File: src/verilog/n64_ppu_pkg.sv
// N64 post-processing definitions

package n64_ppu_pkg;

  // ==================================================
  // Widths
  // ==================================================

  // Channel width on the N64 video bus
  localparam int COLOR_W_IN  = 7;
  // Channel width after expansion
  localparam int COLOR_W_OUT = 8;
  // Line counters in vinfo detection and OSD
  localparam int LINE_CNT_W  = 10;

  // ==================================================
  // Pixel and sync types
  // ==================================================

  typedef logic [COLOR_W_IN-1:0]  color_in_t;
  typedef logic [COLOR_W_OUT-1:0] color_out_t;

  // Red in the upper byte, blue in the lower byte
  typedef struct packed {
    color_out_t r;
    color_out_t g;
    color_out_t b;
  } rgb_t;

  // All flags active high
  typedef struct packed {
    logic vsync;
    logic hsync;
    logic de;
  } sync_t;

  // ==================================================
  // Constants
  // ==================================================

  // Colour of a set OSD bitmap pixel
  localparam rgb_t OSD_FG_COLOR = '{r: 8'hFF, g: 8'hFF, b: 8'hFF};

  // Bus words of one pixel, sync word marked by nVDSYNC low
  typedef enum logic [1:0] {
    PHASE_SYNC = 2'd0,
    PHASE_R    = 2'd1,
    PHASE_G    = 2'd2,
    PHASE_B    = 2'd3
  } phase_t;

endpackage

File: src/verilog/video_stream_if.sv
// Pixel stream between pipeline stages
`timescale 1ns/100ps

interface video_stream_if;

  // One-cycle strobe per pixel, no back-pressure
  logic                valid;
  // Held with the pixel while valid is low
  n64_ppu_pkg::sync_t  sync;
  n64_ppu_pkg::rgb_t   pixel;

  modport src (
    output valid,
    output sync,
    output pixel
  );

  modport dst (
    input valid,
    input sync,
    input pixel
  );

endinterface

File: src/verilog/n64_vdemux.sv
// N64 video bus demultiplexer
`timescale 1ns/100ps

module n64_vdemux (
  input  logic                   N64_CLK_i,
  input  logic                   rst_n_i,
  input  logic                   nVDSYNC_i,
  input  n64_ppu_pkg::color_in_t VD_i,
  input  logic                   n16bit_i,
  video_stream_if.src            out,
  output logic                   vsync_word_o,
  output logic                   hsync_word_o
);

  n64_ppu_pkg::phase_t    phase;
  n64_ppu_pkg::sync_t     sync_q;
  n64_ppu_pkg::color_in_t r_q;
  n64_ppu_pkg::color_in_t g_q;

  // Optional 16-bit masking, then replicate the MSB into the new LSB
  function automatic n64_ppu_pkg::color_out_t expand(input n64_ppu_pkg::color_in_t c,
                                                     input logic n16bit);
    n64_ppu_pkg::color_in_t m;
    m = c;
    if (n16bit)
      m[1:0] = 2'b00;
    return {m, m[n64_ppu_pkg::COLOR_W_IN-1]};
  endfunction

  // Phase tracking and pixel output
  always_ff @(posedge N64_CLK_i or negedge rst_n_i) begin
    if (!rst_n_i) begin
      phase     <= n64_ppu_pkg::PHASE_SYNC;
      sync_q    <= '0;
      out.valid <= 1'b0;
      out.sync  <= '0;
      out.pixel <= '0;
    end else begin
      out.valid <= 1'b0;
      if (!nVDSYNC_i) begin
        sync_q.vsync <= ~VD_i[3];
        sync_q.hsync <= ~VD_i[1];
        sync_q.de    <= VD_i[3] & VD_i[1];
        phase        <= n64_ppu_pkg::PHASE_R;
      end else begin
        case (phase)
          n64_ppu_pkg::PHASE_R: phase <= n64_ppu_pkg::PHASE_G;
          n64_ppu_pkg::PHASE_G: phase <= n64_ppu_pkg::PHASE_B;
          n64_ppu_pkg::PHASE_B: begin
            out.valid   <= 1'b1;
            out.sync    <= sync_q;
            out.pixel.r <= expand(r_q, n16bit_i);
            out.pixel.g <= expand(g_q, n16bit_i);
            out.pixel.b <= expand(VD_i, n16bit_i);
            phase       <= n64_ppu_pkg::PHASE_SYNC;
          end
          // Idle until the next sync word
          default: phase <= n64_ppu_pkg::PHASE_SYNC;
        endcase
      end
    end
  end

  // Colour words held until B arrives
  always_ff @(posedge N64_CLK_i) begin
    if (nVDSYNC_i && phase == n64_ppu_pkg::PHASE_R)
      r_q <= VD_i;
    if (nVDSYNC_i && phase == n64_ppu_pkg::PHASE_G)
      g_q <= VD_i;
  end

  assign vsync_word_o = sync_q.vsync;
  assign hsync_word_o = sync_q.hsync;

endmodule

File: src/verilog/n64_vinfo_detect.sv
// PAL and 480i detection
`timescale 1ns/100ps

module n64_vinfo_detect #(
  parameter int PAL_LINE_THRESHOLD = 288
) (
  input  logic N64_CLK_i,
  input  logic rst_n_i,
  input  logic vsync_i,
  input  logic hsync_i,
  output logic palmode_o,
  output logic n64_480i_o
);

  logic                               vsync_q;
  logic                               hsync_q;
  logic                               vsync_rise;
  logic                               hsync_rise;
  logic [n64_ppu_pkg::LINE_CNT_W-1:0] line_cnt;
  logic [n64_ppu_pkg::LINE_CNT_W-1:0] prev_cnt;

  assign vsync_rise = vsync_i & ~vsync_q;
  assign hsync_rise = hsync_i & ~hsync_q;

  always_ff @(posedge N64_CLK_i or negedge rst_n_i) begin
    if (!rst_n_i) begin
      vsync_q    <= 1'b0;
      hsync_q    <= 1'b0;
      line_cnt   <= '0;
      prev_cnt   <= '0;
      palmode_o  <= 1'b0;
      n64_480i_o <= 1'b0;
    end else begin
      vsync_q <= vsync_i;
      hsync_q <= hsync_i;
      if (vsync_rise) begin
        // Evaluate the line count of the field just ended
        palmode_o  <= (line_cnt > PAL_LINE_THRESHOLD);
        n64_480i_o <= (line_cnt != prev_cnt);
        prev_cnt   <= line_cnt;
        // A line starting together with vsync belongs to the new field
        line_cnt   <= {{(n64_ppu_pkg::LINE_CNT_W-1){1'b0}}, hsync_rise};
      end else if (hsync_rise) begin
        line_cnt <= line_cnt + 1'b1;
      end
    end
  end

endmodule

File: src/verilog/scanline_emu.sv
// Scanline emulation
`timescale 1ns/100ps

module scanline_emu (
  input  logic        N64_CLK_i,
  input  logic        rst_n_i,
  video_stream_if.dst in,
  video_stream_if.src out,
  input  logic        sl_en_i,
  input  logic [7:0]  sl_strength_i
);

  logic              odd_q;
  logic              odd_nxt;
  logic              hsync_q;
  logic [8:0]        gain;
  n64_ppu_pkg::rgb_t dimmed;

  // Scale one channel by gain/256
  function automatic n64_ppu_pkg::color_out_t dim(input n64_ppu_pkg::color_out_t c,
                                                  input logic [8:0] g);
    logic [16:0] prod;
    prod = c * g;
    return prod[15:8];
  endfunction

  // Line parity including the current pixel
  always_comb begin
    odd_nxt = odd_q;
    if (in.sync.vsync)
      odd_nxt = 1'b0;
    else if (in.sync.hsync && !hsync_q)
      odd_nxt = ~odd_q;
  end

  assign gain     = 9'd256 - {1'b0, sl_strength_i};
  assign dimmed.r = dim(in.pixel.r, gain);
  assign dimmed.g = dim(in.pixel.g, gain);
  assign dimmed.b = dim(in.pixel.b, gain);

  always_ff @(posedge N64_CLK_i or negedge rst_n_i) begin
    if (!rst_n_i) begin
      odd_q     <= 1'b0;
      hsync_q   <= 1'b0;
      out.valid <= 1'b0;
      out.sync  <= '0;
      out.pixel <= '0;
    end else begin
      out.valid <= in.valid;
      if (in.valid) begin
        hsync_q   <= in.sync.hsync;
        odd_q     <= odd_nxt;
        out.sync  <= in.sync;
        out.pixel <= (sl_en_i && odd_nxt) ? dimmed : in.pixel;
      end
    end
  end

endmodule

File: src/verilog/osd_overlay.sv
// OSD bitmap overlay
`timescale 1ns/100ps

module osd_overlay #(
  parameter  int OSD_W  = 16,
  parameter  int OSD_H  = 16,
  localparam int OSD_AW = $clog2(OSD_W * OSD_H)
) (
  input  logic                               N64_CLK_i,
  input  logic                               rst_n_i,
  video_stream_if.dst                        in,
  input  logic                               osd_en_i,
  input  logic [9:0]                         hoffset_i,
  input  logic [n64_ppu_pkg::LINE_CNT_W-1:0] voffset_i,
  input  logic                               wr_i,
  input  logic [OSD_AW-1:0]                  waddr_i,
  input  logic                               wdata_i,
  output logic                               valid_o,
  output n64_ppu_pkg::sync_t                 sync_o,
  output n64_ppu_pkg::rgb_t                  pixel_o
);

  // ==================================================
  // Bitmap memory
  // ==================================================

  logic osd_mem [OSD_W*OSD_H];

  always_ff @(posedge N64_CLK_i) begin
    if (wr_i)
      osd_mem[waddr_i] <= wdata_i;
  end

  // ==================================================
  // Position tracking and window
  // ==================================================

  logic [9:0]                         hpos;
  logic [n64_ppu_pkg::LINE_CNT_W-1:0] vpos;
  logic                               hsync_q;
  logic [9:0]                         col;
  logic [n64_ppu_pkg::LINE_CNT_W-1:0] row;
  logic                               in_win;
  logic [OSD_AW-1:0]                  rd_addr;
  logic                               osd_hit;

  // Positions relative to the window origin
  assign col    = hpos - hoffset_i;
  assign row    = vpos - voffset_i;
  assign in_win = (hpos >= hoffset_i) && (col < OSD_W) &&
                  (vpos >= voffset_i) && (row < OSD_H);

  assign rd_addr = OSD_AW'(row * OSD_W + col);
  assign osd_hit = osd_en_i & in.sync.de & in_win & osd_mem[rd_addr];

  always_ff @(posedge N64_CLK_i or negedge rst_n_i) begin
    if (!rst_n_i) begin
      hpos    <= '0;
      vpos    <= '0;
      hsync_q <= 1'b0;
      valid_o <= 1'b0;
      sync_o  <= '0;
      pixel_o <= '0;
    end else begin
      valid_o <= in.valid;
      if (in.valid) begin
        hsync_q <= in.sync.hsync;
        if (in.sync.vsync)
          vpos <= '0;
        else if (in.sync.hsync && !hsync_q)
          vpos <= vpos + 1'b1;
        // Column counts active pixels only
        if (in.sync.hsync)
          hpos <= '0;
        else if (in.sync.de)
          hpos <= hpos + 1'b1;
        sync_o  <= in.sync;
        pixel_o <= osd_hit ? n64_ppu_pkg::OSD_FG_COLOR : in.pixel;
      end
    end
  end

endmodule

File: src/verilog/n64_ppu_top.sv
// N64 post-processing top level
`timescale 1ns/100ps

module n64_ppu_top #(
  parameter  int PAL_LINE_THRESHOLD = 288,
  parameter  int OSD_W              = 16,
  parameter  int OSD_H              = 16,
  localparam int OSD_AW             = $clog2(OSD_W * OSD_H)
) (
  input  logic                               N64_CLK_i,
  input  logic                               rst_n_i,
  input  logic                               nVDSYNC_i,
  input  logic [6:0]                         VD_i,
  input  logic                               cfg_n16bit_i,
  input  logic                               sl_en_i,
  input  logic [7:0]                         sl_strength_i,
  input  logic                               osd_en_i,
  input  logic [9:0]                         osd_hoffset_i,
  input  logic [n64_ppu_pkg::LINE_CNT_W-1:0] osd_voffset_i,
  input  logic                               osd_wr_i,
  input  logic [OSD_AW-1:0]                  osd_waddr_i,
  input  logic                               osd_wdata_i,
  output logic                               palmode_o,
  output logic                               n64_480i_o,
  output logic                               VD_VALID_o,
  output logic                               VSYNC_o,
  output logic                               HSYNC_o,
  output logic                               DE_o,
  output logic [23:0]                        VD_o
);

  video_stream_if demux_s ();
  video_stream_if sl_s ();

  logic               vsync_word;
  logic               hsync_word;
  n64_ppu_pkg::sync_t osd_sync;

  // ==================================================
  // Input side
  // ==================================================

  n64_vdemux vdemux_u (
    .N64_CLK_i   (N64_CLK_i),
    .rst_n_i     (rst_n_i),
    .nVDSYNC_i   (nVDSYNC_i),
    .VD_i        (VD_i),
    .n16bit_i    (cfg_n16bit_i),
    .out         (demux_s.src),
    .vsync_word_o(vsync_word),
    .hsync_word_o(hsync_word)
  );

  n64_vinfo_detect #(
    .PAL_LINE_THRESHOLD(PAL_LINE_THRESHOLD)
  ) vinfo_u (
    .N64_CLK_i (N64_CLK_i),
    .rst_n_i   (rst_n_i),
    .vsync_i   (vsync_word),
    .hsync_i   (hsync_word),
    .palmode_o (palmode_o),
    .n64_480i_o(n64_480i_o)
  );

  // ==================================================
  // Post-processing
  // ==================================================

  scanline_emu scanline_u (
    .N64_CLK_i    (N64_CLK_i),
    .rst_n_i      (rst_n_i),
    .in           (demux_s.dst),
    .out          (sl_s.src),
    .sl_en_i      (sl_en_i),
    .sl_strength_i(sl_strength_i)
  );

  osd_overlay #(
    .OSD_W(OSD_W),
    .OSD_H(OSD_H)
  ) osd_u (
    .N64_CLK_i(N64_CLK_i),
    .rst_n_i  (rst_n_i),
    .in       (sl_s.dst),
    .osd_en_i (osd_en_i),
    .hoffset_i(osd_hoffset_i),
    .voffset_i(osd_voffset_i),
    .wr_i     (osd_wr_i),
    .waddr_i  (osd_waddr_i),
    .wdata_i  (osd_wdata_i),
    .valid_o  (VD_VALID_o),
    .sync_o   (osd_sync),
    .pixel_o  (VD_o)
  );

  // Final stream onto plain ports
  assign VSYNC_o = osd_sync.vsync;
  assign HSYNC_o = osd_sync.hsync;
  assign DE_o    = osd_sync.de;

endmodule

File: config.mk
export PLATFORM = sky130hd
export DESIGN_NAME = n64_ppu_top
export DESIGN_NICKNAME = d
export VERILOG_FILES = /design/src/verilog/n64_ppu_pkg.sv /design/src/verilog/video_stream_if.sv /design/src/verilog/n64_vdemux.sv /design/src/verilog/n64_vinfo_detect.sv /design/src/verilog/scanline_emu.sv /design/src/verilog/osd_overlay.sv /design/src/verilog/n64_ppu_top.sv
export SDC_FILE = /design/constraint.sdc
export NUM_CORES = 1
export LEC_CHECK = 0
export ABC_AREA = 1
export BUFFER_PORTS_ARGS = -buffer_cell sky130_fd_sc_hd__buf_4
export CORE_MARGIN = 2
export CORE_UTILIZATION = 35
export DETAILED_ROUTE_END_ITERATION = 8
export SYNTH_ARGS = -nofsm -noshare
export SYNTH_HDL_FRONTEND = slang
export SYNTH_HIERARCHICAL = 1
export SYNTH_SLANG_ARGS = --single-unit
export TNS_END_PERCENT = 10
File: constraint.sdc
create_clock -name N64_CLK_i -period 12.36 [get_ports N64_CLK_i]
set_clock_uncertainty 0.05 [all_clocks]
set_input_delay 1.854 -clock N64_CLK_i [delete_from_list [all_inputs] [get_ports N64_CLK_i]]
set_output_delay 1.854 -clock N64_CLK_i [all_outputs]
set_load 0.03 [all_outputs]
== Yosys cells after proc, flatten, opt, wreduce, memory -nomap -nowiden ==
Memory sizes are Yosys's and may differ from the RTL's.
Cells that the tools add are included.

* Bits in registers: 148
* RAM bits: 256
* Input bits: 51
* Output and inout port bits: 30
* Logic and storage cells: 102
* Memories: 1

* Add/sub/neg operators: 7
* Multiply operators: 3
* Magnitude comparators: 5
* Equal/unequal tests: 4
* Mux-type cells: 19
* Bitwise gates (word level): 11
* Reductions and logical operators: 16

{| class="wikitable"
|+ Memory list
! memory !! depth !! bits a word !! read ports !! clocked after Yosys merged registers in !! write ports !! RTL line !! source
|-
| osd_u.osd_mem || 256 || 1 || 1 || 0 || 1 || osd_overlay.sv:27 || <nowiki>logic osd_mem [OSD_W*OSD_H];</nowiki>
|}

{| class="wikitable"
|+ Operator list
! cell !! count
|-
| 10-bit two-way mux || 6
|-
| 8-bit by 9-bit multiplier with 16-bit output || 3
|-
| 24-bit two-way mux || 2
|-
| 10-bit by 1-bit adder with 10-bit output (second input constant) || 3
|-
| 10-bit greater-or-equal comparator || 2
|-
| 10-bit by 5-bit less-than comparator with 1-bit output (second input constant) || 2
|-
| 10-bit subtractor || 2
|-
| 10-bit by 9-bit greater-than comparator with 1-bit output (second input constant) || 1
|-
| 10-bit != test || 1
|-
| 9-bit by 8-bit subtractor with 9-bit output (first input constant) || 1
|-
| 8-bit adder || 1
|-
| 1-bit logical AND || 8
|-
| 2-bit two-way mux || 4
|-
| 1-bit bitwise AND || 6
|-
| 1-bit two-way mux || 6
|-
| 2-bit AND reduction || 3
|-
| 2-bit nonzero test || 3
|-
| 1-bit inverter || 5
|-
| 2-bit equality test (second input constant) || 2
|-
| 2-bit case mux with 2 select lines || 1
|-
| 2-bit by 1-bit equality test with 1-bit output (second input constant) || 1
|-
| 1-bit zero test || 2
|}

== Depth between registers and ports, before layout ==
Gate-level depths: netlist (run 1).

* Depth after elaboration: 8
* Gate-level depth with buffers: 32
* Gate-level depth less buffers: 29

== Modules after synthesis ==
The synthesis (run 1) kept the hierarchy.

{| class="wikitable"
|+ Modules (own cells, without submodules)
! module !! times used !! cells each !! area each (um2) !! seq. area each (um2)
|-
| osd_overlay || 1 || 1754 || 15252.1 || 8888.5
|-
| scanline_emu || 1 || 1217 || 8330.5 || 725.7
|-
| n64_vdemux || 1 || 156 || 1702.9 || 1171.1
|-
| n64_vinfo_detect || 1 || 168 || 1278.7 || 600.6
|}

== Least setup slack after synthesis (run 1) ==
Ideal clock, no wire load.

* Path kind: input-to-reg
* From: input sl_strength_i[0]
* To: register, netlist name scanline_u/out.pixel[12]
* Library setup time: 0.117 ns
* Arrival: 6.604 ns
* Data required time: 12.193 ns
* Path slack: 5.589 ns
* Cell stages on the path: 31
* Path buffers: 3
* Path through: clkbuf_1 > clkbuf_1 > inv_1 > ha_1 > nand2_1 > nor2_2 > nand2_1 > nor2_1 > inv_1 > nand2_1 > inv_1 > nor2_4 > inv_2 > buf_2 > nor2_1 > fa_1 > fa_1 > fa_1 > inv_1 > fa_1 > inv_1 > ha_1 > nand2_1 > nor2_1 > inv_1 > nor3_1 > nor2_1 > nand2_1 > nand3_1 > nand2_1 > nand2_1

* Longest elaborated chain between the ends: 3

{| class="wikitable"
|+ RTL lines
! what !! RTL line !! source
|-
| start: declaration || n64_ppu_top.sv:16 || <nowiki>input logic [7:0] sl_strength_i,</nowiki>
|-
| 9-bit by 8-bit subtractor with 9-bit output || scanline_emu.sv:36 || <nowiki>assign gain = 9'd256 - {1'b0, sl_strength_i};</nowiki>
|-
| 8-bit by 9-bit multiplier with 16-bit output || scanline_emu.sv:23 || <nowiki>prod = c * g;</nowiki>
|-
| 24-bit two-way mux || scanline_emu.sv:54 || <nowiki>out.pixel <= (sl_en_i && odd_nxt) ? dimmed : in.pixel;</nowiki>
|}

Every way passes these cells.
A chain may end at the register's enable or synchronous reset.

== Final worst setup path (run 1) ==
* From: input sl_strength_i[0]
* To: register, netlist name scanline_u/out.pixel[14]

* Longest elaborated chain between the ends: 3

{| class="wikitable"
|+ RTL lines
! what !! RTL line
|-
| 9-bit by 8-bit subtractor with 9-bit output || scanline_emu.sv:36
|-
| 8-bit by 9-bit multiplier with 16-bit output || scanline_emu.sv:23
|-
| 24-bit two-way mux || scanline_emu.sv:54
|}

Every way passes these cells.

==> metrics, run 1 <==
Worst-Skew Late Latency 0.62 ns; slowest CP cell nand2_1; grt ovf 0; CTS tree built; initial antenna violation count 0; cell repeated most along the worst path nand2_1; placed cell areas 0.0279 sq mm; Register Area 0.0114 sq mm; Synth-to-Final Area Change 10.5%; first-pass GRT wire length 112 mm; drt drc 0; via count 21.1k; Yosys cell types 46; Post-synth top flop edfxtp_1; crit-path leading delay family adder cells; final hold vios 0; Die X-Extent 279 microns; Final TNS setup 0 ns; max incr delay on CP 0.63 ns; worst hold path type reg -> reg; FF+latch count, synth 401; Clock Tree Root clkbuf_16; RSZ-0062 raised after global routing false; Die Y 279 microns; Pre-antenna DRT Iters 5; sequential fraction of the synthesis area 42.9%; Syn Inst Count 3295; Setup Buffers After CTS 0; H-Tree Level Count 2; number of flops mapped to enable cells by yosys 270; fin area 0.0294 sq mm; CP Class in -> reg; Inserted Diodes 0; Worst Path Required 12.80 ns; synthesized area per cell 8.06 sq um; relative slew slack 24.8%; Post-CTS Resized 0; DP HPWL 46.8 mm; Slew Viols, Final 0; final worst path period need 6.66 ns; max cap viols 0; outcome completed; Setup crit start kind primary input; Setup crit end kind register; RD Place Congestion 0.869; core box area 0.0756 sq mm; Final WS setup 5.70 ns; Final Setup Violations 0; multi-input combinational cell area 0.0129 sq mm; number of DRC markers in iteration 0 1366; Max Root-Sink Buffers 3; ys async rst share 32.7%; fmax 150 MHz; Arr. time, crit path 7.10 ns; # fillers 7811; yosys warns 6; IO Port Bufs 80; mapped cell area 0.0266 sq mm; clk slew on worst S/H paths 0.06 ns; maximum vdd ir drop 0.000132 V; CP bufs+invs 6; Tcrit/Tclk final 53.8%; pre-CTS setup slack 5.16 ns; CTS Buf Count 46; Post-Syn Nets 3596; pwr/cell area 217 mW/mm^2; highest net fanout along the worst path 24; GRT Overall Usage 18.1%; cts hold-fix bufs 0; drt wl/cell 16.3 microns; total power 6.38 mW; starting density of the core 35.2%; CTS sink cnt 401; layout cell share with drive strength beyond 1 6.16%; Std-Cell Rows 101; Total Die Area 0.0781 sq mm; final-stage net count 3610; number of routed nets with antenna violations 0; I/O pins 81; measured slew at the worst slew-check pin 1.13 ns; vias in the first global route 20.6k; Vias/cell 4.89; total routed wirelength 70.6 mm; largest net degree at the start of global routing 134; Leak 13.6 nW
## through the flow
stage          util, %  hold WS [ns]  cells
2_1_floorplan        -         0.299   3295
3_3_place_gp      36.9         0.371   4239
3_5_place_dp      36.9         0.375   4239
4_1_cts           38.9         0.385   4324
5_1_grt           38.9         0.406   4324
6_report          38.9         0.384   4324
## path summary, 6_finish.rpt
| kind | cells after the start | endpoint | startpoint | slack (ns) |
|---|---|---|---|---|
| max | 25 | scanline_u/out.pixel[14] | sl_strength_i[0] | 5.70 |
| min | 2 | vdemux_u/out.pixel[11] | vdemux_u/g_q[2] | 0.38 |
| max reg2reg | 18 | osd_u/pixel_o[6] | osd_u/hpos[0] | 7.84 |
| min reg2reg | 2 | vdemux_u/out.pixel[11] | vdemux_u/g_q[2] | 0.38 |
| max in group asynchronous | 2 | osd_u/pixel_o[6] | rst_n_i | 9.65 |
| min in group asynchronous | 1 | osd_u/vpos[4] | rst_n_i | 1.20 |
## state kept, by name (all words and copies together) (netlist names), 2 cells and up
name	count
osd_u/hpos	10
vdemux_u/g_q	7
vdemux_u/phase	2
scanline_u/out.sync	3
vinfo_u/prev_cnt	10
vinfo_u/line_cnt	10
osd_u/pixel_o	24
osd_u/sync_o	3
osd_u/osd_mem	256
vdemux_u/r_q	7
scanline_u/out.pixel	24
vdemux_u/out.pixel	21
vdemux_u/out.sync	3
osd_u/vpos	10
## layer usage
metal | vias to the layer above | share of wire (%) | track usage, %
met1 | 10100 | 45 | 24.5
met2 | 565 | 47 | 30.5
li1 | 10400 | - | -
met4 | 0 | 2.6 | 5.44
met5 | - | 0 | 0
met3 | 104 | 5.7 | 2.19
## synthesized netlist by cell type (2+ instances only)
cell / count / share of area (%)
and2_1: 3 / 0.071
dfrtp_1: 131 / 12
o21ai_0: 49 / 0.92
o211ai_1: 2 / 0.057
xnor2_1: 9 / 0.30
nand3_2: 3 / 0.11
clkinv_1: 3 / 0.042
inv_2: 5 / 0.071
nor3_1: 11 / 0.21
o21a_1: 7 / 0.20
a21oi_1: 92 / 1.7
inv_1: 434 / 6.1
nor4_1: 2 / 0.047
nor2_1: 575 / 8.1
nand3b_1: 4 / 0.11
buf_8: 2 / 0.11
nand4_1: 20 / 0.47
or2_2: 2 / 0.047
xor2_1: 7 / 0.23
o21bai_1: 3 / 0.085
nor2_4: 3 / 0.13
buf_6: 6 / 0.25
buf_2: 37 / 0.70
buf_4: 17 / 0.48
nor2_2: 4 / 0.094
fa_1: 123 / 9.3
a21oi_2: 20 / 0.66
nand2_2: 4 / 0.094
buf_1: 5 / 0.071
edfxtp_1: 270 / 31
nand2_1: 957 / 14
clkbuf_1: 60 / 0.85
ha_1: 127 / 6.0
nand3_1: 286 / 5.4
## power breakdown
part	leakage (nW)	switching (mW)	internal (mW)	total [mW]
clock	0.722	0.586	0.797	1.38
sequential	4.11	0.129	1.57	1.70
combinational	8.78	2.18	1.13	3.30
## layout make-up
class / instances / area share [%]
Clock buffer: 63 / 4.24
Clock inverter: 22 / 0.912
Inverter: 443 / 5.70
Multi-Input combinational cell: 2323 / 43.8
Sequential cell: 401 / 38.8
Tap cell: 978 / 4.17
Timing Repair Buffer: 94 / 2.43
## worst reg2reg max path, stage by stage, from the launching register on
cell and delay [ns]:
dfrtp_1 0.38, inv_1 0.18, ha_4 0.16, inv_1 0.07, fa_2 0.52, buf_4 0.69
inv_2 0.05, buf_4 0.41, nand3_1 0.26, nand2_1 0.08, nand2_1 0.06, nand3_1 0.13
nand3_1 0.19, nand3_1 0.12, nand3_1 0.11, nand2_1 0.11, nand2_1 0.12, nand3_4 0.41
a21oi_1 0.31
## cell families (layout without fill, tap and decap cells)
family | count (synthesis) | after routing | share of synthesized area (%)
compound gates | 178 | 178 | 3.78
xor+xnor | 17 | 17 | 0.631
fa+ha+maj | 250 | 250 | 15.3
buf+inv | 571 | 622 | 8.80
flops | 401 | 401 | 42.9
simple gates | 1878 | 1878 | 28.7
## placed cells by master, fill, tap and decap left out, types with 11 or more instances in the layout
cell and n:
a21oi_1 92, a21oi_2 20, buf_4 92, clkbuf_1 14, clkbuf_16 46, clkinv_1 11
dfrtp_1 131, edfxtp_1 270, fa_1 122, ha_1 126, inv_1 434, nand2_1 957
nand3_1 286, nand4_1 20, nor2_1 575, nor3_1 11, o21ai_0 49
Power figures use the tool's default switching activity.
==> run 2, diff against run 1 <==
ABC_AREA = 0   (was 1)
clock period = 6.5 ns   (was 12.36 ns; I/O delays follow)
==> run 2 against run 1 <==
Highest routed layer unchanged. Sequential power up 100%. Largest cell class unchanged. Final area down 3.7%. Synthesized area down 4.1%. Synthesized cell count down 32%. Critical path type unchanged. Core utilization up 0.57 points. First-iteration DRC count down 1.4%. Non-clock buffer count up 17.
==> metrics, run 2 <==
outcome completed; Std-Cell Rows 98 (-3.0%); IO Port Bufs 80 (unchanged); Post-CTS Resized 0 (unchanged); FF+latch count, synth 401 (unchanged); initial antenna violation count 0 (unchanged); Vias/cell 5.18 (+6.1%); Pre-antenna DRT Iters 5 (unchanged); number of flops mapped to enable cells by yosys 270 (unchanged); WP depth 20 (-20%); cell repeated most along the worst path fa_1; Slew Viols, Final 0 (unchanged); Setup crit start kind primary input; sequential fraction of the synthesis area 44.7% (+1.8 points); Final TNS setup 0 ns (unchanged); final hold vios 0 (unchanged); ranking of synthesized cells by area edfxtp_1 (32%), dfrtp_1 (13%), fa_1 (9.7%); final-stage net count 2573 (-29%); Die X-Extent 274 microns (-2.0%); r2r setup slk 1.55 ns (-6.29 ns); slowest CP cell fa_1; drt drc 0 (unchanged); first-pass GRT wire length 98.0 mm (-13%); core box area 0.0717 sq mm (-5.1%); vias in the first global route 17.3k (-16%); Worst-Skew Late Latency 0.59 ns (-0.03 ns); Tcrit/Tclk final 89.2%; Final Setup Violations 0 (unchanged); dpl cells 3177 (-25%); non-filler instance count after layout 3256 (-25%); ys async rst share 32.7% (unchanged); cts hold-fix bufs 0 (unchanged); starting density of the core 35.5% (+0.36 points); Worst Path Required 6.91 ns (-5.89 ns); grt ovf 0 (unchanged); Leak 11.5 nW (-15%); Clock Tree Root clkbuf_16; total routed wirelength 61.7 mm (-13%); Syn Inst Count 2247 (-32%); maximum vdd ir drop 0.000293 V (+120%); Arr. time, crit path 6.21 ns (-0.89 ns); via count 16.9k (-20%); Largest regs osd_u/osd_mem x256, osd_u/pixel_o x24, scanline_u/out.pixel x24; crit path cell chain buf_4 > nor3_1 > nand3_1 > nor3_1 > xnor2_1 > buf_4 > and2_1 > fa_1 > fa_1 > fa_1 > inv_1 > fa_1 > inv_1 > ha_1 > a21o_1 > a21oi_1 > o21ai_0 > o31ai_1 > a21oi_1 > o31ai_1; top-area cell type share of the netlist area 31.8% (+1.3 points); top cells by count, synth nor2_1 (311), edfxtp_1 (270), inv_1 (205); worst hold path type in -> async; CTS Buf Count 43 (-6.5%); Setup Buffers After CTS 0 (unchanged); drt wl/cell 19.0 microns (+16%); measured slew at the worst slew-check pin 1.18 ns (+0.0524 ns); I/O pins 81 (unchanged); cells on worst reg2reg path 15 (-3); Post-Syn Nets 2548 (-29%); Synth-to-Final Area Change 11.0%; Biggest register osd_u/osd_mem; CP Class in -> reg; Total Die Area 0.0750 sq mm (-4.0%); mapped cell area 0.0255 sq mm (-4.1%); RSZ-0062 raised after global routing false; pwr/cell area 438 mW/mm^2 (+100%); Max Root-Sink Buffers 3 (unchanged); CTS sink cnt 401 (unchanged); max incr delay on CP 0.50 ns (-0.13 ns); CP bufs+invs 4 (-2); number of DRC markers in iteration 0 1347 (-1.4%); CTS tree built; RD Place Congestion 0.849 (-2.3%); relative slew slack 21.1% (-3.7 points); GRT Overall Usage 16.6% (-1.5 points); Post-synth top flop edfxtp_1; max cap viols 0 (unchanged); largest net degree at the start of global routing 154 (+15%); DP HPWL 42.0 mm (-10%); area leader, netlist edfxtp_1; Yosys cell types 89 (+93%); layout cell share with drive strength beyond 1 13.7% (+7.5 points); max reg flops 256 (unchanged); highest net fanout along the worst path 16 (-33%); commonest non-fill, non-tap cell in the layout nor2_1; H-Tree Level Count 2 (unchanged); Die Y 274 microns (-2.0%); final worst path period need 5.80 ns; synthesized area per cell 11.3 sq um (+41%); crit-path leading delay family adder cells; Setup crit end kind register; yosys warns 6 (unchanged); count leader, synth nor2_1; commonest cells after routing, fill and taps aside nor2_1 (311), edfxtp_1 (270), inv_1 (205); fmax 172 MHz; clk slew on worst S/H paths 0.06 ns (about the same); number of routed nets with antenna violations 0 (unchanged)
run 2: cell types whose count changed after synthesis, sizes merged, moves of 27 or more:
| cell | before | now |
|---|---|---|
| mux4 | 0 | 70 |
| nor2 | 582 | 311 |
| nand2 | 962 | 151 |
| inv | 440 | 205 |
| mux2i | 0 | 37 |
| clkbuf | 61 | 97 |
| a21oi | 112 | 33 |
| xor2 | 8 | 35 |
| mux2 | 0 | 32 |
| nand3 | 290 | 83 |
| nor2b | 0 | 31 |
| and2 | 3 | 170 |
| buf | 67 | 34 |
run 2: layout make-up:
type / count / area, sq um
Sequential cell: 401 / 11400
Antenna cell: 1 / 2.50
Clock buffer: 53 / 1110
Timing Repair Buffer: 111 / 866
Inverter: 205 / 769
Multi-Input combinational cell: 1510 / 12800
Clock inverter: 25 / 180
Fill cell: 6874 / 43500
Tap cell: 950 / 1190
run 2: worst paths after layout:
check,from,endpoint
worst min-delay path,rst_n_i,osd_u/pixel_o[18]
worst min register to register,vdemux_u/g_q[4],vdemux_u/out.pixel[13]
min in group N64_CLK_i,vdemux_u/g_q[4],vdemux_u/out.pixel[13]
max in group asynchronous,rst_n_i,scanline_u/out.valid
worst max-delay path,sl_strength_i[2],scanline_u/out.pixel[15]
worst max register to register,vdemux_u/out.pixel[8],scanline_u/out.pixel[14]
run 2: cell families (layout without fill, tap and decap cells):
group / Yosys count / count (layout) / share of synthesized area, %
AND/OR/NAND/NOR: 859 / 859 / 16.9
flip-flops: 401 / 401 / 44.7
buffers and inverters: 336 / 394 / 5.31
adder cells (fa/ha/maj): 250 / 250 / 15.9
AO/OA/AOI/OAI: 197 / 197 / 5.60
multiplexers: 139 / 139 / 9.35
XOR/XNOR: 65 / 65 / 2.26
other: 0 / 1 / 0
run 2: through the flow:
stage | hold WS (ns) | setup slack, ns | total power, mW | utilization, % | cell area (sq um)
2_1_floorplan | 0.302 | 0.609 | 8.29 | - | 25500
3_3_place_gp | 0.410 | 0.299 | 10.0 | 37.6 | 27000
3_5_place_dp | 0.415 | 0.191 | 10.1 | 37.6 | 27000
4_1_cts | 0.386 | 0.775 | 12.5 | 39.4 | 28300
5_1_grt | 0.410 | 0.442 | 13.5 | 39.4 | 28300
6_report | 0.376 | 0.700 | 12.4 | 39.4 | 28300
run 2: worst reg2reg max path: stages, from the launching register on:
cell	delay [ns]
dfrtp_1	0.78
nand2_1	0.16
fa_1	0.48
fa_1	0.50
inv_1	0.06
fa_1	0.50
inv_1	0.07
fa_1	0.49
inv_1	0.04
ha_1	0.30
a21o_1	0.20
o21ai_1	0.33
nor4_1	0.13
or4_1	0.48
a31oi_1	0.17
a21oi_1	0.08
run 2: routing by layer:
| layer | global-route usage [%] | part of all wire, % |
|---|---|---|
| met2 | 28.0 | 49 |
| met3 | 2.51 | 5.7 |
| met4 | 4.56 | 2.3 |
| met5 | 0 | 0 |
| met1 | 22.3 | 43 |
run 2: report_power, final:
part           leakage [nW]  internal (mW)  switching [mW]
clock                 0.628           1.23            1.03
combinational          6.82           2.86            3.86
sequential             4.07           2.99           0.420
total                  11.5           7.09            5.31
